### src/common/vrc6_pkg.sv
// ====================
// shared widths, register map and step count for the VRC6 sound unit
// imported by the RTL and the testbench
// ====================

`default_nettype none

package vrc6_pkg;

    // CPU bus
    typedef logic [15:0] cpu_addr_t;
    typedef logic [7:0]  cpu_data_t;

    // channel registers
    typedef logic [11:0] period_t;     // divider reload value
    typedef logic [3:0]  pulse_vol_t;  // pulse volume and pulse level
    typedef logic [2:0]  duty_t;
    typedef logic [3:0]  duty_step_t;  // 16 steps per pulse cycle

    // sawtooth
    typedef logic [5:0]  saw_rate_t;   // added to the accumulator each step
    typedef logic [7:0]  saw_acc_t;
    typedef logic [4:0]  saw_level_t;  // top five accumulator bits

    // mixed output
    typedef logic [15:0] snd_level_t;

    // register bases, one per channel
    localparam cpu_addr_t PULSE1_BASE = 16'h9000;
    localparam cpu_addr_t PULSE2_BASE = 16'hA000;
    localparam cpu_addr_t SAW_BASE    = 16'hB000;

    // offsets inside each base
    localparam cpu_addr_t REG_CTRL    = 16'h0000;
    localparam cpu_addr_t REG_FREQ_LO = 16'h0001;
    localparam cpu_addr_t REG_FREQ_HI = 16'h0002;

    // accumulate steps before the saw wraps to zero
    localparam int SAW_STEPS = 6;

endpackage

`default_nettype wire

### src/common/pulse_cfg_if.sv
// ====================
// register set of one pulse channel
// driven by the decoder, read by the pulse channel
// ====================

`timescale 1ns/1ns
`default_nettype none

interface pulse_cfg_if;
    import vrc6_pkg::*;

    logic       en;      // FREQ_HI bit 7
    logic       mode;    // constant level, duty ignored
    duty_t      duty;
    pulse_vol_t vol;
    period_t    period;

    // register side
    modport decode (
        output en,
        output mode,
        output duty,
        output vol,
        output period
    );

    // channel side
    modport chan (
        input en,
        input mode,
        input duty,
        input vol,
        input period
    );

endinterface

`default_nettype wire

### src/vrc6_reg_decode.sv
// ====================
// CPU write decoder and register file for the three channels
// variant high selects the board with address bits 1 and 0 exchanged
// ====================

`timescale 1ns/1ns
`default_nettype none

module vrc6_reg_decode (
    input  wire                   clk20,
    input  wire                   reset,
    input  wire                   ce,
    input  wire                   wr,
    input  vrc6_pkg::cpu_addr_t   addr,
    input  vrc6_pkg::cpu_data_t   data,
    input  wire                   variant,
    pulse_cfg_if.decode           pulse1_cfg,
    pulse_cfg_if.decode           pulse2_cfg,
    output logic                  saw_en,
    output vrc6_pkg::saw_rate_t   saw_rate,
    output vrc6_pkg::period_t     saw_period
);
    import vrc6_pkg::*;

    cpu_addr_t addr_sw;  // address after the variant swap
    logic      wr_en;

    assign addr_sw = variant ? {addr[15:2], addr[0], addr[1]} : addr;
    assign wr_en   = wr & ce;  // single-cycle write strobe

    // channel enables
    always_ff @(posedge clk20, posedge reset) begin
        if (reset) begin
            pulse1_cfg.en <= 1'b0;
            pulse2_cfg.en <= 1'b0;
            saw_en        <= 1'b0;
        end else if (wr_en) begin
            case (addr_sw)
                PULSE1_BASE + REG_FREQ_HI: pulse1_cfg.en <= data[7];
                PULSE2_BASE + REG_FREQ_HI: pulse2_cfg.en <= data[7];
                SAW_BASE + REG_FREQ_HI:    saw_en        <= data[7];
                default: ;
            endcase
        end
    end

    // volume, duty, rate and period registers
    always_ff @(posedge clk20) begin
        if (wr_en) begin
            case (addr_sw)
                PULSE1_BASE + REG_CTRL: begin
                    pulse1_cfg.mode <= data[7];
                    pulse1_cfg.duty <= data[6:4];
                    pulse1_cfg.vol  <= data[3:0];
                end
                PULSE1_BASE + REG_FREQ_LO: pulse1_cfg.period[7:0]  <= data;
                PULSE1_BASE + REG_FREQ_HI: pulse1_cfg.period[11:8] <= data[3:0];

                PULSE2_BASE + REG_CTRL: begin
                    pulse2_cfg.mode <= data[7];
                    pulse2_cfg.duty <= data[6:4];
                    pulse2_cfg.vol  <= data[3:0];
                end
                PULSE2_BASE + REG_FREQ_LO: pulse2_cfg.period[7:0]  <= data;
                PULSE2_BASE + REG_FREQ_HI: pulse2_cfg.period[11:8] <= data[3:0];

                SAW_BASE + REG_CTRL:    saw_rate          <= data[5:0];  // bits 7..6 unused
                SAW_BASE + REG_FREQ_LO: saw_period[7:0]   <= data;
                SAW_BASE + REG_FREQ_HI: saw_period[11:8]  <= data[3:0];
                default: ;  // other addresses ignored
            endcase
        end
    end

endmodule

`default_nettype wire

### src/channels/vrc6_pulse.sv
// ====================
// one VRC6 pulse channel
// divider clocks a 16-step duty counter, level is vol or zero
// ====================

`timescale 1ns/1ns
`default_nettype none

module vrc6_pulse (
    input  wire                    clk20,
    input  wire                    reset,
    input  wire                    ce,
    pulse_cfg_if.chan              cfg,
    output vrc6_pkg::pulse_vol_t   level
);
    import vrc6_pkg::*;

    period_t    div;   // counts down to zero, then reloads
    duty_step_t step;
    logic       duty_high;

    // counters hold while the channel is disabled
    always_ff @(posedge clk20, posedge reset) begin
        if (reset) begin
            div  <= '0;
            step <= '0;
        end else if (ce && cfg.en) begin
            if (div != '0) begin
                div <= div - 1'b1;
            end else begin
                div  <= cfg.period;
                step <= step + 1'b1;  // wraps after 16 steps
            end
        end
    end

    // high for steps 0..duty, so duty+1 of every 16
    assign duty_high = (step <= duty_step_t'(cfg.duty));

    assign level = (cfg.en && (cfg.mode || duty_high)) ? cfg.vol : '0;

endmodule

`default_nettype wire

### src/channels/vrc6_saw.sv
// ====================
// VRC6 sawtooth channel
// accumulates rate every second divider period, clears after SAW_STEPS steps
// ====================

`timescale 1ns/1ns
`default_nettype none

module vrc6_saw (
    input  wire                    clk20,
    input  wire                    reset,
    input  wire                    ce,
    input  wire                    en,
    input  vrc6_pkg::saw_rate_t    rate,
    input  vrc6_pkg::period_t      period,
    output vrc6_pkg::saw_level_t   level
);
    import vrc6_pkg::*;

    logic [$bits(period_t):0] div;  // one bit wider, reload is 2*period+1
    logic [2:0]               step;
    saw_acc_t                 acc;

    always_ff @(posedge clk20, posedge reset) begin
        if (reset) begin
            div  <= '0;
            step <= '0;
            acc  <= '0;
        end else if (ce && en) begin
            if (div != '0) begin
                div <= div - 1'b1;
            end else begin
                div <= {period, 1'b1};
                if (step == 3'(SAW_STEPS)) begin
                    // end of the ramp
                    step <= '0;
                    acc  <= '0;
                end else begin
                    step <= step + 1'b1;
                    acc  <= acc + saw_acc_t'(rate);
                end
            end
        end
    end

    assign level = en ? acc[7:3] : '0;  // top five bits only

endmodule

`default_nettype wire

### src/vrc6_mixer.sv
// ====================
// sums the two pulse levels and the saw level
// registered once, widened to the 16-bit sound level
// ====================

`timescale 1ns/1ns
`default_nettype none

module vrc6_mixer (
    input  wire                    clk20,
    input  wire                    reset,
    input  vrc6_pkg::pulse_vol_t   pulse1_level,
    input  vrc6_pkg::pulse_vol_t   pulse2_level,
    input  vrc6_pkg::saw_level_t   saw_level,
    output vrc6_pkg::snd_level_t   snd_level
);
    import vrc6_pkg::*;

    snd_level_t level_sum;  // 0..61, 15 + 15 + 31

    assign level_sum = snd_level_t'(pulse1_level)
                     + snd_level_t'(pulse2_level)
                     + snd_level_t'(saw_level);

    always_ff @(posedge clk20, posedge reset) begin
        if (reset) begin
            snd_level <= '0;
        end else begin
            snd_level <= level_sum;  // one cycle behind the channels
        end
    end

endmodule

`default_nettype wire

### src/vrc6_sound.sv
// ====================
// VRC6 expansion sound, top level
// CPU register writes in, one 16-bit sound level out
// ====================

`timescale 1ns/1ns
`default_nettype none

module vrc6_sound (
    input  wire                    clk20,
    input  wire                    reset,
    input  wire                    ce,
    input  wire                    wr,
    input  vrc6_pkg::cpu_addr_t    addr,
    input  vrc6_pkg::cpu_data_t    data,
    input  wire                    variant,  // high for the swapped-address board
    output vrc6_pkg::snd_level_t   snd_level
);
    import vrc6_pkg::*;

    pulse_cfg_if pulse1_cfg ();
    pulse_cfg_if pulse2_cfg ();

    logic       saw_en;
    saw_rate_t  saw_rate;
    period_t    saw_period;
    pulse_vol_t pulse1_level;
    pulse_vol_t pulse2_level;
    saw_level_t saw_level;

    vrc6_reg_decode u_decode (
        .clk20      (clk20),
        .reset      (reset),
        .ce         (ce),
        .wr         (wr),
        .addr       (addr),
        .data       (data),
        .variant    (variant),
        .pulse1_cfg (pulse1_cfg.decode),
        .pulse2_cfg (pulse2_cfg.decode),
        .saw_en     (saw_en),
        .saw_rate   (saw_rate),
        .saw_period (saw_period)
    );

    vrc6_pulse u_pulse1 (
        .clk20 (clk20),
        .reset (reset),
        .ce    (ce),
        .cfg   (pulse1_cfg.chan),
        .level (pulse1_level)
    );

    vrc6_pulse u_pulse2 (
        .clk20 (clk20),
        .reset (reset),
        .ce    (ce),
        .cfg   (pulse2_cfg.chan),
        .level (pulse2_level)
    );

    vrc6_saw u_saw (
        .clk20  (clk20),
        .reset  (reset),
        .ce     (ce),
        .en     (saw_en),
        .rate   (saw_rate),
        .period (saw_period),
        .level  (saw_level)
    );

    vrc6_mixer u_mixer (
        .clk20        (clk20),
        .reset        (reset),
        .pulse1_level (pulse1_level),
        .pulse2_level (pulse2_level),
        .saw_level    (saw_level),
        .snd_level    (snd_level)
    );

endmodule

`default_nettype wire

### config.mk
export PLATFORM = sky130hd
export DESIGN_NAME = vrc6_sound
export DESIGN_NICKNAME = d
export VERILOG_FILES = /design/src/common/vrc6_pkg.sv /design/src/common/pulse_cfg_if.sv /design/src/vrc6_reg_decode.sv /design/src/channels/vrc6_pulse.sv /design/src/channels/vrc6_saw.sv /design/src/vrc6_mixer.sv /design/src/vrc6_sound.sv
export SDC_FILE = /design/constraint.sdc
export NUM_CORES = 1
export LEC_CHECK = 0
export BUFFER_PORTS_ARGS = -buffer_cell sky130_fd_sc_hd__buf_2
export CAP_MARGIN = 20
export CORE_AREA = 4 4 132 96
export DETAILED_ROUTE_END_ITERATION = 10
export DIE_AREA = 0 0 136 100
export PLACE_DENSITY = 0.74
export SLEW_MARGIN = 20
export SYNTH_ARGS = -nofsm -noshare
export SYNTH_HDL_FRONTEND = slang
export SYNTH_SLANG_ARGS = --single-unit
### constraint.sdc
create_clock -name clk20 -period 3.25 [get_ports clk20]
set_input_delay 0.975 -clock clk20 [delete_from_list [all_inputs] [get_ports clk20]]
set_output_delay 0.975 -clock clk20 [all_outputs]
set_load 0.05 [all_outputs]
======== Word-level counts from Yosys, hierarchy flattened ========
Cells that the tools add are included.
storage, ports and cells
  register bits after elaboration ......... 133
  bits of input ports ..................... 29
  output and inout bits ................... 16
  logic and storage cells ................. 80
cells by class
  $add $sub $neg .......................... 9
  magnitude comparators ................... 2
  equal/unequal tests ..................... 10
  mux-type cells .......................... 9
  bitwise operators ....................... 4
  reductions and logical operators ........ 22
operator list
  kind                                                 number
  equality test 16 bit (second input constant)         9
  two-way mux 12 bit                                   2
  AND reduction 2 bit                                  12
  nonzero test 12 bit                                  2
  subtractor 12 x 1 -> 12 bit (second input constant)  2
  adder 16 x 5 -> 16 bit                               1
  two-way mux 13 bit                                   1
  nonzero test 13 bit                                  1
  subtractor 13 x 1 -> 13 bit (second input constant)  1
  adder 4 x 1 -> 4 bit (second input constant)         2
  adder 8 x 6 -> 8 bit                                 1
  less-or-equal comparator 4 x 3 -> 1 bit              2
  two-way mux 4 bit                                    2
  two-way mux 8 bit                                    1
  adder 4 x 4 -> 5 bit                                 1
  logical AND 1 bit                                    5
  two-way mux 5 bit                                    1
  adder 3 x 1 -> 3 bit (second input constant)         1
  equality test 3 bit (second input constant)          1
  two-way mux 3 bit                                    1
  NOT 1 bit                                            3
  logical OR 1 bit                                     2
  two-way mux 2 bit                                    1
  bitwise AND 1 bit                                    1

======== Depth between registers and ports, before layout ========
Gate-level depths: netlist of the first run.
  depth after elaboration ................. 6
  gate-level depth with buffers ........... 17

======== Modules after synthesis ========
Synthesis of the first run repeated with hierarchy kept, for this count alone.
unflattened totals
  cell total of the unflattened synthesis .. 538
  area, all modules ....................... 6115.9 um^2
modules (own cells, without submodules)
  module           instances  cells each  area an instance (um^2)  sequential area each (um^2)
  vrc6_pulse       2          114         1036.0                   400.4
  vrc6_reg_decode  1          91          2037.0                   1816.7
  vrc6_saw         1          176         1539.0                   600.6
  vrc6_mixer       1          43          467.9                    150.1

======== Least setup slack after synthesis of the first run ========
No wires, ideal clock.
  kind .................................... register to register
  start point ............................. register u_pulse2.step[1]
  end point ............................... register u_mixer.snd_level[5]
  arrival ................................. 2.971 ns
  required time ........................... 3.128 ns
  setup slack ............................. 0.157 ns
  cell stages (with the launch flop) ...... 15
  path buffers ............................ 0
  clock period less this slack ............ 3.093 ns
  cells stage by stage .................... dfrtp_1 -> ha_1 -> nor2b_1 -> o21a_1 -> o21ai_0 -> a21oi_1 -> or2_2 -> fa_1 -> inv_1 -> ha_1 -> a21o_1 -> a21oi_1 -> nor2b_1 -> o21ai_0 -> nand2b_1
on the way
  word-level cells in the longest chain between the ends .. 6
ends and longest elaborated chain
  element                                  line              RTL
  start: declaration                       vrc6_pulse.sv:19  duty_step_t step;
  start signal: assignment                 vrc6_pulse.sv:32  step <= step + 1'b1;
  less-or-equal comparator 4 x 3 -> 1 bit  vrc6_pulse.sv:38  assign duty_high = (step <= duty_step_t'(cfg.duty));
  logical OR 1 bit                         vrc6_pulse.sv:40  assign level = (cfg.en && (cfg.mode || duty_high)) ? cfg.vol : '0;
  logical AND 1 bit                        vrc6_pulse.sv:40
  two-way mux 4 bit                        vrc6_pulse.sv:40
  adder 4 x 4 -> 5 bit                     vrc6_mixer.sv:22  + snd_level_t'(pulse2_level)
  adder 16 x 5 -> 16 bit                   vrc6_mixer.sv:23  + snd_level_t'(saw_level);
  named net u_mixer.level_sum[5]           vrc6_mixer.sv:19  snd_level_t level_sum;
  end signal: assignment                   vrc6_mixer.sv:29  snd_level <= level_sum;
  end: declaration                         vrc6_mixer.sv:15  output vrc6_pkg::snd_level_t snd_level
The timed path passes the listed nets, and every way through them passes these cells.
A chain may end at the register's enable or synchronous reset.

======== Worst setup path after layout of the first run ========
  start point ............................. register u_pulse2.step[1]
  end point ............................... register u_mixer.snd_level[4]
The elaborated chain is that of the path after synthesis.

==> reports/results.tsv, run 1 <==
stage	metric	value	unit
timing	Worst-Margin Slew	0.706	ns
routing	via/cell ratio	5.75	
global_routing	first-pass GRT wire length	21800	um
clock_network	worst skew pair latency	0.42	ns
yosys	warnings from Yosys	0	
clock_network	H-Tree Depth	4	
layout	commonest cells after routing, fill and taps aside	65 x dfrtp_1, 58 x edfxtp_1, 52 x nand2_1	
timing	min Tclk post-route	3.10	ns
worst_setup_path	crit-path max FO	3	
timing	Final Cycle Share	95.3	%
layout	fin util	61.7	%
global_routing	vias in the first global route	4322	
placed_design	HPWL Detailed	9180	um
power	Power, Total	0.00355	W
power	Leak	3.06	nW
routing	DR vias	4465	
clock_network	TritonCTS Buffers	17	
placed_design	Placer Congestion	0.865	
routing	DR iter-0 viols	319	
layout	layout cells sized above 1	17.6	%
clock_network	clk root buf	clkbuf_16	
worst_setup_path	slowest CP cell	fa_1	
worst_setup_path	Critical Path End Type	flip-flop	
timing	Final Setup Violations	0	
yosys	Synth Register Bits	123	
yosys	number of synthesized flops with an enable pin	58	
clock_network	cts hold-fix bufs	0	
job	Max Cap Viol	0	
layout	commonest non-fill, non-tap cell in the layout	dfrtp_1	
routing	WL/cell	17.1	um
worst_setup_path	Buf/Inv on CP	1	
worst_setup_path	Arr. time, crit path	3.43	ns
clock_network	CTS sink count	123	
worst_setup_path	worst r2r src	u_pulse2.step[1]$_DFFE_PP0P_	
worst_setup_path	Crit Path Class	reg -> reg	
yosys	register area share after synthesis	55.9	%
worst_setup_path	crit-path cells	ha_1, nor2b_1, o21a_1, o21ai_2, a21oi_2, or2_2, fa_1, inv_1, fa_1, a21o_1, a21oi_1, xnor2_1	
floorplan	Rows	33	
yosys	Cells after Synth	545	
yosys	cell taking the most area after synthesis	edfxtp_1	
power	Pwr Density	503	nW/um^2
floorplan	Die Y	100	um
worst_setup_path	crit path launch type	flip-flop	
worst_setup_path	CP peak stage delay	0.53	ns
yosys	post-synth top area share	28.9	%
yosys	Mapped Area	6020	sq um
yosys	asr flop ratio synth	52.8	%
worst_hold_path	worst min-delay path class	reg -> reg	
yosys	Area contributors post-synth	edfxtp_1 29%, dfrtp_1 27%, ha_1 6.0%	
floorplan	Ports	45	
clock_network	Reg clk slew, reported paths	0.05	ns
routing	Post-DRT Antenna Nets	0	
power	Worst VDD drop	0.414	mV
floorplan	Placeable Area	11400	sq um
timing	Hold Vio Cnt, Final	0	
floorplan	die extent in x	136	um
timing	relative slew slack	52.5	%
global_routing	initial antenna violation count	0	
global_routing	gr usage total	20.7	%
status	outcome	finished, final reports clean	
timing	clk_skew	0.00984	ns
clock_network	CTS Buffer Depth	2	
timing	f_max	323	MHz
routing	drt pass-1 iters	5	
worst_setup_path	cell family with most CP delay	adder cells	
global_routing	largest net degree at the start of global routing	36	
timing	Pins Over Slew Limit	0	
routing	DRC	0	
worst_setup_path	worst path required time	3.58	ns
yosys	synth unique cells	66	
worst_hold_path	HP Start	u_pulse2.step[3]$_DFFE_PP0P_	
layout	final net count	667	
worst_setup_path	Critical Path Most Common Cell	fa_1	
yosys	Mapped Avg Cell Area	11.1	sq um
layout	Layout area overhead	17.2	%
layout	diode count	0	
clock_network	CTS tree	yes	
worst_setup_path	Setup crit start	u_pulse2.step[1]$_DFFE_PP0P_	
placed_design	PortBufs	34	
yosys	ys flop type	dfrtp_1	
floorplan	Starting Density	52.7	%
floorplan	die area	13600	sq um
routing	drt total wl	13300	um
global_routing	grt total ovfl	0	
==> cell families (layout without fill, tap and decap cells) <==
group / count (synthesis) / in the layout / synth area share, %
adders and majority gates: 32 / 32 / 7.02
and+or+nand+nor: 210 / 210 / 18.0
AOI/OAI and AO/OA: 111 / 111 / 11.7
buffers and inverters: 45 / 110 / 3.70
muxes: 10 / 10 / 1.79
xor gates and xnor gates: 13 / 13 / 1.89
other: 1 / 10 / 0.0622
DFF: 123 / 123 / 55.9
==> per-layer routing <==
metal | global-route usage (%) | part of all wire [%] | up-vias
met4 | 7.75 | 1.5 | 0
li1 | - | - | 2109
met2 | 31.8 | 47 | 162
met1 | 29.5 | 45 | 2170
met3 | 3.91 | 5.8 | 24
met5 | 0 | 0 | -
==> synthesized netlist by cell type (10+ instances only) <==
| master | number |
|---|---|
| nor2_1 | 44 |
| xnor2_1 | 12 |
| dfrtp_1 | 65 |
| nand2_1 | 52 |
| o21ai_0 | 36 |
| a21oi_1 | 22 |
| inv_1 | 25 |
| buf_4 | 11 |
| nor3_1 | 26 |
| nand3_1 | 25 |
| ha_1 | 29 |
| edfxtp_1 | 58 |
| nor2b_1 | 10 |
==> power breakdown <==
part,switching (W),internal (W)
sequential,0.000000151,0.00163
clock,0.000682,0.00115
combinational,0.0000688,0.0000185
==> stage by stage <==
stage	setup WS, ns	instance area [sq um]	TNS, ns	hold WS, ns	cells
floorplan	0.157	6060	0	0.442	554
global placement	0.136	6440	0	0.457	742
detailed placement	0.0169	6440	0	0.464	742
CTS	0.00902	7010	0	0.477	774
global route	-0.0325	7060	-0.0453	0.483	776
finish	0.151	7060	0	0.472	776
==> flip-flops by register name, summed over array words and instances, names as in the netlist, 3 cells and up <==
name and count:
u_decode.pulse2_cfg.duty 3, u_pulse1.div 12, u_pulse2.div 12, u_pulse1.step 4, u_decode.saw_period 12, u_decode.pulse2_cfg.period 12
u_pulse2.step 4, u_decode.saw_rate 6, u_decode.pulse1_cfg.period 12, u_saw.acc 8, u_decode.pulse1_cfg.duty 3, u_decode.pulse2_cfg.vol 4
u_saw.step 3, u_mixer.snd_level 6, u_saw.div 13, u_decode.pulse1_cfg.vol 4
==> cell type report <==
type / count / area (sq um)
Timing Repair Buffer: 53 / 325
Multi-Input combinational cell: 386 / 2500
Inverter: 25 / 93.8
Sequential cell: 123 / 3370
Tap cell: 157 / 196
Fill cell: 879 / 4380
Clock buffer: 21 / 450
Clock inverter: 11 / 123
==> final timing paths <==
path,to,cells after the start,slack [ns]
worst max register to register,u_mixer.snd_level[4]$_DFF_PP0_,12,0.15
max in group asynchronous,u_saw.acc[0]$_DFFE_PP0P_,3,1.93
worst min-delay path,u_pulse2.step[3]$_DFFE_PP0P_,1,0.47
worst min register to register,u_pulse2.step[3]$_DFFE_PP0P_,1,0.47
worst max-delay path,u_mixer.snd_level[4]$_DFF_PP0_,12,0.15
min in group asynchronous,u_pulse2.step[3]$_DFFE_PP0P_,2,0.68
==> timing repair <==
action                     in CTS  in global routing
resized for setup               0                 10
buffers inserted                0                  2
setup endpoints to repair       0                  3
Note: power is estimated with default switching activity, not from simulation.
==> inputs of run 2 (changes only) <==
REMOVE_ABC_BUFFERS = 1   (was default)
==> run 2 against run 1 <==
Clock power barely moved. Die area did not move. Wire length is 0.61% lower. Clock skew fell by 0.0025 ns. Final cell count fell by 0.26%. Non-clock buffer count decreased by 2. Sequential power barely moved. Cell area hardly changed. Via count fell by 0.74%. Flip-flop and latch count is the same. Sequential share of layout area barely moved. Register-to-register slack got worse by 0.05 ns. Highest routed layer unchanged.
==> reports/results.tsv, run 2 (synthesis results as in run 1) <==
stage	metric	value	unit	change
worst_setup_path	Reg2Reg Depth	14		was 12
routing	via/cell ratio	5.73		was 5.75
clock_network	CTS Buffer Depth	2		unchanged
power	Worst VDD drop	0.398	mV	was 0.414 mV
routing	WL/cell	17.0	um	was 17.1 um
floorplan	Placeable Area	11400	sq um	unchanged
layout	area of the multi-input gates	2500	sq um	about the same
worst_hold_path	worst min-delay path class	reg -> reg		unchanged
clock_network	TritonCTS Buffers	17		unchanged
layout	most flop-heavy register	u_saw.div		unchanged
worst_setup_path	worst r2r src	u_pulse1.step[1]$_DFFE_PP0P_		was u_pulse2.step[1]$_DFFE_PP0P_
clock_network	CTS sink count	123		unchanged
layout	Largest register FFs	13		unchanged
layout	layout cells sized above 1	17.8	%	was 17.6%
timing	Fin Hold WS	0.468	ns	was 0.472 ns
layout	final net count	665		was 667
clock_network	CTS tree	yes		unchanged
layout	final instance area	7060	sq um	about the same
routing	DRC	0		unchanged
power	Leak	3.07	nW	was 3.06 nW
job	Max Cap Viol	0		unchanged
clock_network	worst skew pair latency	0.41	ns	was 0.42 ns
routing	Post-DRT Antenna Nets	0		unchanged
layout	commonest non-fill, non-tap cell in the layout	dfrtp_1		unchanged
global_routing	vias in the first global route	4284		was 4322
routing	drt pass-1 iters	5		unchanged
floorplan	Die Y	100	um	unchanged
timing	Pins Over Slew Limit	0		unchanged
layout	Fillers	891		was 879
worst_setup_path	R2R Setup Slk	0.1	ns	was 0.15 ns
worst_setup_path	Buf/Inv on CP	2		was 1
layout	diode count	0		unchanged
timing	Hold Vio Cnt, Final	0		unchanged
worst_setup_path	crit-path max FO	5		was 3
timing	Final Cycle Share	97.0	%	was 95.3%
worst_setup_path	Crit Path Class	reg -> reg		unchanged
clock_network	cts hold-fix bufs	0		unchanged
timing	Worst-Margin Slew	0.605	ns	was 0.706 ns
routing	drt total wl	13200	um	was 13300 um
worst_setup_path	slowest CP cell	fa_1		unchanged
timing	clk_skew	0.00736	ns	was 0.00984 ns
worst_setup_path	cell family with most CP delay	adder cells		unchanged
clock_network	Reg clk slew, reported paths	0.06	ns	was 0.05 ns
global_routing	first-pass GRT wire length	21500	um	was 21800 um
worst_setup_path	r2r endpoint	u_mixer.snd_level[4]$_DFF_PP0_		unchanged
placed_design	HPWL Detailed	9190	um	was 9180 um
global_routing	largest net degree at the start of global routing	31		was 36
placed_design	PortBufs	34		unchanged
routing	DR iter-0 viols	321		was 319
worst_hold_path	Worst Hold Depth	1		unchanged
worst_setup_path	Arr. time, crit path	3.48	ns	was 3.43 ns
clock_network	H-Tree Depth	4		unchanged
placed_design	dpl cells	741		was 742
worst_hold_path	HP Start	u_pulse1.step[3]$_DFFE_PP0P_		was u_pulse2.step[3]$_DFFE_PP0P_
clock_network	clk root buf	clkbuf_16		unchanged
floorplan	Rows	33		unchanged
layout	Layout area overhead	17.1	%	was 17.2%
placed_design	worst slack, placed	-0.0221	ns	was 0.0169 ns
timing	final worst slack	0.0987	ns	was 0.151 ns
worst_setup_path	worst path required time	3.58	ns	about the same
timing	f_max	317	MHz	was 323 MHz
power	Power, Total	0.00356	W	was 0.00355 W
timing	relative slew slack	59.3	%	was 52.5%
worst_setup_path	Critical Path End Type	flip-flop		unchanged
power	Pwr Density	505	nW/um^2	was 503 nW/um^2
placed_design	placed instance area	6420	sq um	was 6440 sq um
timing	min Tclk post-route	3.15	ns	was 3.10 ns
floorplan	Starting Density	52.7	%	unchanged
worst_setup_path	CP peak stage delay	0.47	ns	was 0.53 ns
timing	Final Setup Violations	0		unchanged
floorplan	die extent in x	136	um	unchanged
placed_design	Placer Congestion	0.896		was 0.865
global_routing	initial antenna violation count	0		unchanged
layout	register area	3370	sq um	unchanged
status	outcome	finished, final reports clean		unchanged
floorplan	Ports	45		unchanged
floorplan	die area	13600	sq um	unchanged
worst_setup_path	crit path launch type	flip-flop		unchanged
global_routing	grt total ovfl	0		unchanged
global_routing	gr usage total	20.6	%	was 20.7%
worst_setup_path	crit-path cells	ha_1, nor2b_1, o21a_1, o21ai_2, a21oi_4, nor2_2, ha_2, inv_1, fa_1, inv_1, fa_1, a21o_1, a21oi_2, xnor2_1		was ha_1, nor2b_1, o21a_1, o21ai_2, a21oi_2, or2_2, fa_1, inv_1, fa_1, a21o_1, a21oi_1, xnor2_1
layout	commonest cells after routing, fill and taps aside	65 x dfrtp_1, 58 x edfxtp_1, 52 x nand2_1		unchanged
worst_hold_path	Hold Path End	u_pulse1.step[3]$_DFFE_PP0P_		was u_pulse2.step[3]$_DFFE_PP0P_
routing	DR vias	4432		was 4465
layout	Finished Layout Cells	774		was 776
[run 2: cell count changes in the layout (fill, tap and decap cells not counted), sizes merged]
cell / before / now
clkinvlp: 4 / 3
bufinv: 2 / 0
inv: 26 / 27
clkbuf: 21 / 22
buf: 53 / 51
clkinv: 4 / 5
[run 2: layout make-up]
cell class / instances / share of cell area [%]
Inverter: 25 / 1.33
Sequential cell: 123 / 47.7
Multi-Input combinational cell: 386 / 35.5
Timing Repair Buffer: 51 / 4.22
Tap cell: 157 / 2.78
Clock buffer: 22 / 7.34
Clock inverter: 10 / 1.08
[run 2: metrics by stage]
| stage | setup TNS (ns) | util [%] |
|---|---|---|
| 5_1_grt | -0.0840 | 61.7 |
| 6_report | 0 | 61.7 |
| 2_1_floorplan | 0 | - |
| 3_3_place_gp | 0 | 56.1 |
| 4_1_cts | 0 | 61.4 |
| 3_5_place_dp | -0.0221 | 56.1 |
[run 2: per-layer routing]
layer | global-route usage, % | routed length, um
met4 | 8.52 | 260
met5 | 0 | 0
met2 | 31.0 | 5880
met3 | 5.51 | 933
met1 | 28.5 | 6120
[run 2: what timing repair did]
action / in CTS / in global routing
setup endpoints to repair: 1 / 3
gates resized for setup: 4 / 9
buffers inserted: 1 / 0
pin swaps: 0 / 5
[run 2: worst max path at each step]
stage          slack, ns  depth (start not counted)                          from                              to
2_1_floorplan       0.16                         14  u_pulse2.step[1]$_DFFE_PP0P_  u_mixer.snd_level[5]$_DFF_PP0_
3_3_place_gp        0.08                         14  u_pulse2.step[1]$_DFFE_PP0P_  u_mixer.snd_level[5]$_DFF_PP0_
3_5_place_dp       -0.02                         14  u_pulse2.step[1]$_DFFE_PP0P_  u_mixer.snd_level[5]$_DFF_PP0_
4_1_cts             0.03                         14  u_pulse2.step[1]$_DFFE_PP0P_  u_mixer.snd_level[5]$_DFF_PP0_
5_1_grt            -0.06                         14  u_pulse1.step[1]$_DFFE_PP0P_  u_mixer.snd_level[4]$_DFF_PP0_
6_report             0.1                         14  u_pulse1.step[1]$_DFFE_PP0P_  u_mixer.snd_level[4]$_DFF_PP0_
[run 2: power breakdown]
group           total, W  leakage [nW]  internal, W  switching, W
Sequential       0.00163          1.38      0.00163   0.000000149
Combinational  0.0000860          1.40    0.0000169     0.0000691
Clock            0.00184         0.285      0.00114      0.000704
